**src/design/bpu_defines.svh**
```systemverilog
// Sizing macros for the branch prediction unit
// Entry counts must be powers of two because indexes are taken straight from PC bits
// The BTB index always starts at PC bit 2, so instructions are assumed word aligned

`ifndef BPU_DEFINES_SVH
`define BPU_DEFINES_SVH

// Width of every program counter value
`define BPU_PC_W 32

// Direct-mapped BTB entries, indexed by PC[7:2] at the default size
`define BPU_BTB_ENTRIES 64

// Pattern table entries, which also sets the global history length
`define BPU_PHT_ENTRIES 1024

// Conditional predictions that can wait for execute at once
`define BPU_FIFO_DEPTH 8

`endif

```
**src/design/bpu_pkg.sv**
```systemverilog
// Types shared by the BTB, the gshare predictor and the next-PC selector
// Field order inside the structs is part of the interface to fetch and execute

`include "bpu_defines.svh"

package bpu_pkg;

    // Kind of control transfer held in the BTB and reported by execute
    typedef enum logic {
        BR_COND = 1'b0,
        BR_JUMP = 1'b1
    } branch_kind_e;

    // ==============================
    // Fetch side
    // ==============================

    // Result of a BTB lookup, valid in the same cycle as the fetch PC
    typedef struct packed {
        logic                   hit;
        branch_kind_e           kind;
        logic [`BPU_PC_W-1:0]   target;
    } btb_lookup_t;

    // ==============================
    // Execute side
    // ==============================

    // One branch resolved in execute, delivered in program order
    typedef struct packed {
        logic                   valid;
        branch_kind_e           kind;
        logic                   taken;
        logic [`BPU_PC_W-1:0]   pc;
        logic [`BPU_PC_W-1:0]   target;
    } resolve_t;

endpackage

```
**src/design/next_pc_select.sv**
```systemverilog
// Next fetch PC mux, purely combinational
// A misprediction always wins over anything the current fetch predicts
// Jumps that miss in the BTB fall through to PC+4 and are fixed up by the pipeline

`timescale 1ns/100ps

`include "bpu_defines.svh"

module next_pc_select
    import bpu_pkg::*;
(
    input  logic [`BPU_PC_W-1:0]    fetch_pc_i,
    input  btb_lookup_t             lookup_i,
    input  logic                    prediction_i,
    input  logic                    mispredicted_i,
    input  resolve_t                resolve_i,
    output logic [`BPU_PC_W-1:0]    next_pc_o,
    output logic                    pred_taken_o,
    output logic                    redirect_o
);

    localparam logic [`BPU_PC_W-1:0] INSN_BYTES = `BPU_PC_W'(4);

    logic [`BPU_PC_W-1:0] recover_pc;
    logic                 go_target;

    // Correct path after a wrong guess, from the resolved branch itself
    assign recover_pc = resolve_i.taken ? resolve_i.target : (resolve_i.pc + INSN_BYTES);

    // Jumps are always taken, conditionals follow the counter
    assign go_target = lookup_i.hit && ((lookup_i.kind == BR_JUMP) || prediction_i);

    always_comb begin
        redirect_o   = 1'b0;
        pred_taken_o = 1'b0;
        next_pc_o    = fetch_pc_i + INSN_BYTES;
        if (mispredicted_i) begin
            redirect_o = 1'b1;
            next_pc_o  = recover_pc;
        end else if (go_target) begin
            pred_taken_o = 1'b1;
            next_pc_o    = lookup_i.target;
        end
    end

endmodule

```
**config.mk**
```make
export PLATFORM = sky130hd
export DESIGN_NAME = next_pc_select
export DESIGN_NICKNAME = d
export VERILOG_FILES = /design/src/design/bpu_pkg.sv /design/src/design/next_pc_select.sv
export VERILOG_INCLUDE_DIRS = /design/src /design/src/design
export SDC_FILE = /design/constraint.sdc
export NUM_CORES = 1
export LEC_CHECK = 0
export BUFFER_PORTS_ARGS = -buffer_cell sky130_fd_sc_hd__buf_2
export CAP_MARGIN = 15
export CORE_UTILIZATION = 46
export DETAILED_ROUTE_END_ITERATION = 10
export PLACE_DENSITY = 0.95
export SYNTH_ARGS = -nofsm -noshare
export SYNTH_HDL_FRONTEND = slang
export SYNTH_SLANG_ARGS = --single-unit
```
**constraint.sdc**
```tcl
create_clock -name vclk -period 3.9
set_input_delay 0.195 -clock vclk [all_inputs]
set_output_delay 0.195 -clock vclk [all_outputs]
set_load 0.03 [all_outputs]
```
==> flow_summary_export.csv <==
group,metric,value,unit
sta,relSlewSlack,37.2,%
grt,grt_max_degree,61,
logic_synthesis,syn_area,0.00226,mm²
routing,wl_per_cell,16.0,µm
critical_path,arrival,2.26,ns
sta,fin_crit,2.46,ns
clocking,hold_buffers,0,
logic_synthesis,synthCells,360,
die,start_util,47.9,%
job,drv_cap,0,
sta,max_freq,407,MHz
sta,timing.final.max_slew_violations,0,
critical_path,path_class,"in2out",
layout,final_cells,572,
placed_design,place_inst,572,
layout,seq_cell_count,0,
critical_path,required,3.70,ns
die,pin_count,169,
die,die_x,72.1,µm
sta,fin_setup_tns,0,ns
layout,final_common_cell,"buf_2",
sta,worst_pin_slew,0.942,ns
grt,first_global_vias,3200,
placed_design,hpwl,7450,µm
layout,clkbuf_count,0,
worst_hold_path,hold_path.class,"in2out",
die,rows,25,
logic_synthesis,syn-num-nets,497,
layout,antenna_cells,0,
die,coreArea,0.00472,mm²
power,ir_worst_vdd,0.0794,mV
grt,grt_antenna_before_repair,0,
sta,rsz0062_at_grt,"false",
critical_path,crit_end,"next_pc_o[20]",
sta,hold_violations,0,
grt,grt.overflow.total,0,
power,power_per_cell_area,124,mW/mm²
power,p_leak,1.34,nW
placed_design,port-buffer-count,167,
logic_synthesis,synth.avg_cell_area,6.29,µm²
logic_synthesis,yosysUniqueCellTypes,56,
worst_hold_path,hp-start,"lookup_i[25]",
logic_synthesis,ys_seq_area_share,0,%
critical_path,startpoint,"fetch_pc_i[2]",
clocking,post-cts-setup-buffers,0,
grt,grt_pass1_wl,14500,µm
die,dieArea,0.00520,mm²
layout,drive_gt1_share,36.6,%
critical_path,worstSetupStartpointType,"input port",
routing,dr.first_iter.drc_count,322,
layout,area_delta_synth_final,35.2,%
critical_path,endpoint_kind,"primary output",
outcome,outcome,"finished, final reports clean",
routing,post-route-drc-count,0,
layout,final_cell_mix,"167 x buf_2, 37 x nand2_1, 37 x nor2_1, 29 x o21ai_0, 25 x xor2_1",
layout,area.sequential,0,µm²
routing,drt_pass1_iterations,5,
placed_design,gp_congestion,0.953,
grt,grtUsageTotal,33.9,%
clocking,cts_resized,0,
routing,ant_nets,0,
critical_path,worstPathMaxFanout,6,
routing,wirelength,9140,µm
routing,vias_per_cell,6.15,
logic_synthesis,yosysWarnings,0,
sta,period_share,63.0,%
layout,fin_nets,644,
routing,route.vias.total,3517,
die,dieHeight,72.1,µm
sta,setup_viol,0,
-- routing by layer --
metal  wire [µm]  GRT usage, %
met3         892          3.75
met5           0             0
met2        4250          55.0
met1        3790          47.1
met4         213          9.80
-- cells in the mapped netlist (3+ instances only) --
| cell | count | area, µm² |
|---|---|---|
| a21oi_1 | 16 | 80.1 |
| o221ai_1 | 5 | 43.8 |
| o32ai_1 | 3 | 26.3 |
| and4_2 | 4 | 40.0 |
| and4_1 | 8 | 70.1 |
| nand3_1 | 19 | 95.1 |
| nand4_1 | 24 | 150 |
| o21a_1 | 3 | 22.5 |
| nor2_1 | 37 | 139 |
| nor3_1 | 12 | 60.1 |
| mux2i_1 | 7 | 70.1 |
| buf_6 | 3 | 33.8 |
| a311oi_1 | 3 | 26.3 |
| a31oi_1 | 5 | 31.3 |
| xor2_1 | 25 | 219 |
| xnor2_1 | 12 | 105 |
| mux2_2 | 4 | 45.0 |
| o31ai_1 | 3 | 22.5 |
| a21o_1 | 4 | 30.0 |
| nand2_1 | 37 | 139 |
| o21ai_0 | 29 | 145 |
| clkbuf_1 | 16 | 60.1 |
| o211ai_1 | 5 | 37.5 |
| and3_1 | 7 | 43.8 |
| and2_1 | 7 | 43.8 |
| nor2b_1 | 6 | 37.5 |
| a211oi_1 | 7 | 52.6 |
| nor4_1 | 11 | 68.8 |
-- critical path: stages --
cell and delay [ns]:
buf_2 0.14, ha_1 0.26, nand2_1 0.15, or4_1 0.64
o31ai_1 0.24, o22ai_1 0.12, o221ai_1 0.26, buf_2 0.26
-- per-stage QoR --
step | worst slack [ns] | util, % | cell area [µm²] | total power, W | hold WS [ns]
3_5_place_dp | 1.52 | 64.8 | 3060 | 0.000373 | 0.753
2_1_floorplan | 1.69 | - | 2260 | 0.000218 | 0.522
5_1_grt | 1.32 | 64.8 | 3060 | 0.000409 | 0.784
6_report | 1.44 | 64.8 | 3060 | 0.000380 | 0.755
4_1_cts | 1.51 | 64.8 | 3060 | 0.000374 | 0.754
3_3_place_gp | 1.53 | 64.8 | 3060 | 0.000366 | 0.754
-- layout make-up --
type                            instances  area, µm²
Fill cell                             432       1660
Inverter                                1       3.75
Multi-Input combinational cell        335       2120
Tap cell                               67       83.8
Timing Repair Buffer                  169        851
-- logic make-up (layout without fill, tap and decap cells) --
family                     Yosys count  in the layout  synth area share (%)
buffers and inverters               25            170                  6.41
and+or+nand+nor                    185            185                  43.8
xor gates and xnor gates            37             37                  14.3
muxes                               11             11                  5.09
AOI/OAI and AO/OA                  100            100                  29.2
adders and majority gates            2              2                  1.11
-- report_power, final --
| part | leakage (nW) | switching [W] | internal [W] |
|---|---|---|---|
| logic | 1.34 | 0.000239 | 0.000141 |
| clock network | 0 | 0 | 0 |
| registers | 0 | 0 | 0 |
| total | 1.34 | 0.000239 | 0.000141 |
-- worst min-delay path by stage --
stage                          to  slack, ns  cells past startpoint
floorplan              redirect_o       0.52                      1
global placement    next_pc_o[31]       0.75                      4
detailed placement  next_pc_o[25]       0.75                      4
CTS                 next_pc_o[31]       0.75                      4
global route        next_pc_o[27]       0.78                      4
finish              next_pc_o[25]       0.76                      4
Power figures use the tool's default switching activity.
