**src/design/bpu_defines.svh**
```systemverilog
// Sizing macros for the branch prediction unit
// Entry counts must be powers of two because indexes are taken straight from PC bits
// The BTB index always starts at PC bit 2, so instructions are assumed word aligned

`ifndef BPU_DEFINES_SVH
`define BPU_DEFINES_SVH

// Width of every program counter value
`define BPU_PC_W 32

// Direct-mapped BTB entries, indexed by PC[7:2] at the default size
`define BPU_BTB_ENTRIES 64

// Pattern table entries, which also sets the global history length
`define BPU_PHT_ENTRIES 1024

// Conditional predictions that can wait for execute at once
`define BPU_FIFO_DEPTH 8

`endif

```
**src/design/bpu_pkg.sv**
```systemverilog
// Types shared by the BTB, the gshare predictor and the next-PC selector
// Field order inside the structs is part of the interface to fetch and execute

`include "bpu_defines.svh"

package bpu_pkg;

    // Kind of control transfer held in the BTB and reported by execute
    typedef enum logic {
        BR_COND = 1'b0,
        BR_JUMP = 1'b1
    } branch_kind_e;

    // ==============================
    // Fetch side
    // ==============================

    // Result of a BTB lookup, valid in the same cycle as the fetch PC
    typedef struct packed {
        logic                   hit;
        branch_kind_e           kind;
        logic [`BPU_PC_W-1:0]   target;
    } btb_lookup_t;

    // ==============================
    // Execute side
    // ==============================

    // One branch resolved in execute, delivered in program order
    typedef struct packed {
        logic                   valid;
        branch_kind_e           kind;
        logic                   taken;
        logic [`BPU_PC_W-1:0]   pc;
        logic [`BPU_PC_W-1:0]   target;
    } resolve_t;

endpackage

```
**src/design/branch_target_buffer.sv**
```systemverilog
// Direct-mapped BTB with a combinational read port and one write port from execute
// Only taken branches allocate, so a conditional branch needs to be taken once to be seen
// A new allocation simply overwrites whatever lived at that index

`timescale 1ns/100ps

`include "bpu_defines.svh"

module branch_target_buffer
    import bpu_pkg::*;
(
    input  logic                    clk_i,
    input  logic                    rst_n_i,
    input  logic [`BPU_PC_W-1:0]    fetch_pc_i,
    input  resolve_t                resolve_i,
    output btb_lookup_t             lookup_o
);

    localparam int IDX_W = $clog2(`BPU_BTB_ENTRIES);
    localparam int TAG_W = `BPU_PC_W - IDX_W - 2;

    // ==============================
    // Storage
    // ==============================

    // Only the valid bits are control state; the rest is payload
    logic [`BPU_BTB_ENTRIES-1:0]    valid_q;
    logic [TAG_W-1:0]               tag_mem    [`BPU_BTB_ENTRIES];
    branch_kind_e                   kind_mem   [`BPU_BTB_ENTRIES];
    logic [`BPU_PC_W-1:0]           target_mem [`BPU_BTB_ENTRIES];

    // ==============================
    // Lookup
    // ==============================

    logic [IDX_W-1:0] rd_idx;
    logic [TAG_W-1:0] rd_tag;

    // Bits [1:0] are always zero for aligned instructions and are skipped
    assign rd_idx = fetch_pc_i[IDX_W+1:2];
    assign rd_tag = fetch_pc_i[`BPU_PC_W-1:IDX_W+2];

    always_comb begin
        lookup_o.hit    = valid_q[rd_idx] && (tag_mem[rd_idx] == rd_tag);
        lookup_o.kind   = kind_mem[rd_idx];
        lookup_o.target = target_mem[rd_idx];
    end

    // ==============================
    // Allocation
    // ==============================

    logic             alloc;
    logic [IDX_W-1:0] wr_idx;

    // Any resolved taken branch, jump or conditional, claims its slot
    assign alloc  = resolve_i.valid && resolve_i.taken;
    assign wr_idx = resolve_i.pc[IDX_W+1:2];

    always_ff @(posedge clk_i) begin
        if (!rst_n_i) begin
            valid_q <= '0;
        end else if (alloc) begin
            valid_q[wr_idx] <= 1'b1;
        end
    end

    // Tag, kind and target of the allocated slot
    always_ff @(posedge clk_i) begin
        if (alloc) begin
            tag_mem[wr_idx]    <= resolve_i.pc[`BPU_PC_W-1:IDX_W+2];
            kind_mem[wr_idx]   <= resolve_i.kind;
            target_mem[wr_idx] <= resolve_i.target;
        end
    end

    // An unknown kind from execute would corrupt both the BTB and the predictor FIFO
    a_resolve_kind_known : assert property (
        @(posedge clk_i) disable iff (!rst_n_i)
        resolve_i.valid |-> !$isunknown(resolve_i.kind)
    );

endmodule

```
**config.mk**
```make
export PLATFORM = sky130hd
export DESIGN_NAME = branch_target_buffer
export DESIGN_NICKNAME = d
export VERILOG_FILES = /design/src/design/bpu_pkg.sv /design/src/design/branch_target_buffer.sv
export VERILOG_INCLUDE_DIRS = /design/src /design/src/design
export SDC_FILE = /design/constraint.sdc
export NUM_CORES = 2
export LEC_CHECK = 0
export ABC_AREA = 1
export BUFFER_PORTS_ARGS = -buffer_cell sky130_fd_sc_hd__buf_2
export CAP_MARGIN = 20
export CORE_ASPECT_RATIO = 2
export CORE_MARGIN = 2
export CORE_UTILIZATION = 40
export CTS_BUF_LIST = sky130_fd_sc_hd__clkbuf_4
export CTS_CLUSTER_SIZE = 14
export DETAILED_ROUTE_END_ITERATION = 12
export GPL_TIMING_DRIVEN = 0
export PLACE_DENSITY_LB_ADDON = 0.05
export SYNTH_ARGS = -nofsm -noshare
export SYNTH_HDL_FRONTEND = slang
export SYNTH_SLANG_ARGS = --single-unit
```
**constraint.sdc**
```tcl
create_clock -name clk_i -period 3.66 [get_ports clk_i]
set_input_delay 0.183 -clock clk_i [delete_from_list [all_inputs] [get_ports clk_i]]
set_output_delay 0.183 -clock clk_i [all_outputs]
set_load 0.005 [all_outputs]
```
==> flow_summary_export.csv <==
group,metric,value,unit
drt,route.final.wire_length,736900,µm
placed_design,portBuffers,126,
synthesis,combinational_family_with_the_most_area_after_synthesis,"simple AND/OR/NAND/NOR gates",
floorplanning,initial_cell_density_of_the_core,40.13,%
worst_setup_path,timing.critical_path.slowest_cell_delay,0.86,ns
floorplanning,core,365400,µm²
power_and_ir_drop,power.ir.vdd_worst,0.3171,mV
global_routing,overflow,0,
worst_setup_path,critical_path_required,3.48,ns
global_routing,globalRouteTotalUtil,39.14,%
worst_setup_path,most_frequent_cell_on_critical_path,"sky130_fd_sc_hd__nand3_1",
sta,final.period_utilization,110.6,%
synthesis,synth-async-reset-ratio,0,%
cts,clockBufferDepth,4,
cts,cts.sink_count,3712,
drt,drt-initial-drc-count,13270,
worst_setup_path,timing.critical_path.cells,"buf_4 -> inv_1 -> buf_2 -> clkdlybuf4s15_1 -> nand3_1 -> nand3_1 -> nand3_1 -> nand3_1 -> nand3_1 -> nand2_1 -> nand2_1 -> nor2_2 -> nand3_4 -> nor2_4 -> buf_6",
drt,met1Wirelength,231100,µm
power_and_ir_drop,total_power,0.08843,W
worst_setup_path,worst-setup-path-type,"primary input to primary output",
cells_and_area,syn_to_layout_area_delta,21.27,%
sta,hold_violations,0,
synthesis,ys_types,27,
sta,final_count_of_pins_violating_max_slew,0,
sta,finalClockSkew,0,ns
worst_setup_path,critical_path.endpoint_type,"primary output",
synthesis,synth.area.top_cells,"sky130_fd_sc_hd__edfxtp_1 75%, sky130_fd_sc_hd__nand3_1 5.2%, sky130_fd_sc_hd__nand2_1 4.5%",
synthesis,synth_seq_area_share,75.58,%
drt,met2_wirelength,362600,µm
power_and_ir_drop,power_density,497.3,nW/µm²
drt,highest-signal-layer,"met5",
synthesis,post_synth_and_or_nand_nor_area_fraction,13.89,%
placed_design,hpwlAfterDp,527100,µm
status,run_status,"finished with violations",
drt,viasPerCell,6.078,
cts,clock_insertion_delay_worst_skew,1.59,ns
status,failed_checks,"setup timing",
drt,wl_per_cell,39.91,µm
synthesis,synth_adder_area_share,0,%
synthesis,synth-compound-area-share,7.709,%
drt,via_count,112200,
global_routing,first_global_vias,110300,
drt,first_pass_iters,8,
cts,cts_made_buffers,831,
global_routing,antenna_found_initial,53,
sta,setup_viol_count_final,26,
synthesis,synth_edf_count,3648,
floorplanning,num_io_pins,135,
min_path,hold_path_class,"primary input to flip-flop",
synthesis,yosysWarnings,0,
run,number_of_violations_of_the_max_capacitance_limit,0,
cts,path_clk_slew,0.07,ns
worst_setup_path,critical-path-slowest-cell,"sky130_fd_sc_hd__clkdlybuf4s15_1",
cells_and_area,post_route_cells_drive_above_1_share,21.33,%
synthesis,synth_seq_cells,3712,
sta,fmax,247.0,MHz
floorplanning,die_h,860.2,µm
synthesis,synthMuxAreaShare,0,%
cts,maximum_level_of_the_cts_h_tree,6,
sta,rsz_0062_raised_after_global_routing,"yes",
sta,final.hold.worst_slack,0.1477,ns
worst_setup_path,timing.critical_path.arrival,3.87,ns
synthesis,syn_nets,11650,
placed_design,gp_congestion,0.9449,
drt,drc,0,
drt,antenna_violating_nets_post_route,0,
worst_setup_path,cp-start-kind,"primary input",
global_routing,grt_max_degree,65,
sta,tightest_slew,1.293,ns
floorplanning,design.die.area,371700,µm²
sta,period_needed,4.049,ns
synthesis,synth.avg_cell_area,12.70,µm²
cts,tritoncts,"built",
drt,wl_met3,53000,µm
worst_setup_path,worst-path-max-fanout,10,
sta,slew_headroom,13.80,%
synthesis,synth_flop_cell,"sky130_fd_sc_hd__edfxtp_1",
synthesis,synth_top_cell_by_area,"sky130_fd_sc_hd__edfxtp_1",
floorplanning,die_x,432.1,µm
synthesis,post_synth_inst_count,11550,
power_and_ir_drop,leakage,60.45,nW
synthesis,synth_xor_xnor_area_share,0.005973,%
synthesis,post-synth-top-area-fraction,74.71,%
global_routing,grt_first_pass_wirelength,970200,µm
floorplanning,floorplan.rows,314,
sta,post-route-worst-setup-slack,-0.3894,ns
synthesis,synth.cell_area,146600,µm²
cts,cts.root.buffer_cell,"sky130_fd_sc_hd__clkbuf_4",
cells_and_area,finalNetCount,13140,
-- timing repair --
item,in CTS,in global routing
endpoints found under the hold margin,5192,0
setup endpoints to repair,34,34
resized for setup,1023,104
pin swaps,203,26
setup buffers,1,0
hold buffers,171,0
gates cloned,0,0
-- path summary, 6_finish.rpt --
path | from | to | slack, ns | cells past startpoint
setup / recovery | fetch_pc_i[4] | lookup_o[33] | -0.39 | 15
hold / removal | resolve_i[63] | tag_mem[20][23]$_DFFE_PP_ | 0.15 | 4
setup reg to reg | valid_q[58]$_SDFFE_PN0P_ | valid_q[58]$_SDFFE_PN0P_ | 2.49 | 2
hold reg to reg | valid_q[52]$_SDFFE_PN0P_ | valid_q[52]$_SDFFE_PN0P_ | 0.47 | 1
-- layout make-up --
cell class              count  area, µm²
diodes                     64      160.2
plain buffers             815       4542
clock buffers            1225       9196
clock inverters           236       1197
fillers                 32870     187600
inverters                  46      177.7
multi-input cells        6971      35680
flip-flops and latches   3712     110800
well taps                4740       5931
repair buffers            657      10110
-- flip-flops by register name, indices dropped and copies added (netlist names) --
name and count:
tag_mem 1536, valid_q 64, target_mem 2048, kind_mem 64
-- per-stage QoR --
step           TNS, ns  instance area [µm²]  utilization (%)  cells  worst slack (ns)
2_1_floorplan        0               146600                -  11550            0.1967
5_1_grt        -0.4940               177700            48.65  18430           -0.4476
3_3_place_gp         -               153200            41.93  16410            -7.274
6_report        -1.295               177800            48.67  18470           -0.3894
3_5_place_dp    -45.80               161000            44.06  16760            -1.847
4_1_cts         -1.456               177300            48.52  18400           -0.4102
-- kinds of logic after synthesis --
kind of cell,Yosys count
compound gates,2065
xor+xnor,1
buf+inv,862
flops,3712
simple gates,4905
-- report_power, final --
group | leakage, nW | internal [W] | switching [W]
sequential | 33.3 | 0.0468 | 0.0000384
clock | 6.26 | 0.0159 | 0.0173
combinational | 20.9 | 0.00208 | 0.00630
total | 60.5 | 0.0648 | 0.0236
-- per-layer routing --
layer | global-route usage [%] | up-vias
met5 | 0 | -
met4 | 39.00 | 12
met3 | 6.749 | 2613
met2 | 66.94 | 7122
met1 | 39.63 | 56530
li1 | - | 45950
-- cell usage in the layout (no fill, tap or decap), types with 80 or more instances in the layout --
| cell type | Yosys | layout |
|---|---|---|
| sky130_fd_sc_hd__buf_12 | 0 | 285 |
| sky130_fd_sc_hd__nor2_4 | 0 | 80 |
| sky130_fd_sc_hd__dlygate4sd3_1 | 0 | 145 |
| sky130_fd_sc_hd__buf_4 | 90 | 153 |
| sky130_fd_sc_hd__nand3_2 | 0 | 100 |
| sky130_fd_sc_hd__clkbuf_2 | 1 | 151 |
| sky130_fd_sc_hd__clkbuf_4 | 0 | 1243 |
| sky130_fd_sc_hd__o22ai_2 | 0 | 104 |
| sky130_fd_sc_hd__nor2_1 | 1611 | 1486 |
| sky130_fd_sc_hd__o21ai_1 | 43 | 131 |
| sky130_fd_sc_hd__buf_2 | 262 | 298 |
| sky130_fd_sc_hd__clkinv_1 | 0 | 174 |
| sky130_fd_sc_hd__nand2_1 | 1750 | 1730 |
| sky130_fd_sc_hd__o21ai_0 | 1311 | 1137 |
| sky130_fd_sc_hd__clkbuf_1 | 364 | 194 |
| sky130_fd_sc_hd__edfxtp_1 | 3648 | 3648 |
| sky130_fd_sc_hd__o22ai_1 | 661 | 489 |
| sky130_fd_sc_hd__nand3_1 | 1524 | 1400 |
-- critical path: cells and delay by family --
| family | cells | cell delay (ns) |
|---|---|---|
| buffers and inverters | 5 | 1.95 |
| AND/OR/NAND/NOR | 10 | 1.66 |
-- Yosys cell counts (6+ instances only) --
master / n
sky130_fd_sc_hd__buf_4: 90
sky130_fd_sc_hd__buf_2: 262
sky130_fd_sc_hd__buf_1: 70
sky130_fd_sc_hd__dfxtp_1: 64
sky130_fd_sc_hd__nor2_1: 1611
sky130_fd_sc_hd__o32ai_1: 29
sky130_fd_sc_hd__nand2_1: 1750
sky130_fd_sc_hd__o21ai_0: 1311
sky130_fd_sc_hd__o22ai_1: 661
sky130_fd_sc_hd__edfxtp_1: 3648
sky130_fd_sc_hd__nor3_1: 9
sky130_fd_sc_hd__o21ai_1: 43
sky130_fd_sc_hd__buf_6: 28
sky130_fd_sc_hd__o21a_1: 8
sky130_fd_sc_hd__a21oi_1: 6
sky130_fd_sc_hd__nand3_1: 1524
sky130_fd_sc_hd__nand3b_1: 10
sky130_fd_sc_hd__clkbuf_1: 364
sky130_fd_sc_hd__inv_1: 43
No activity file was read; power rests on OpenSTA's default activity.
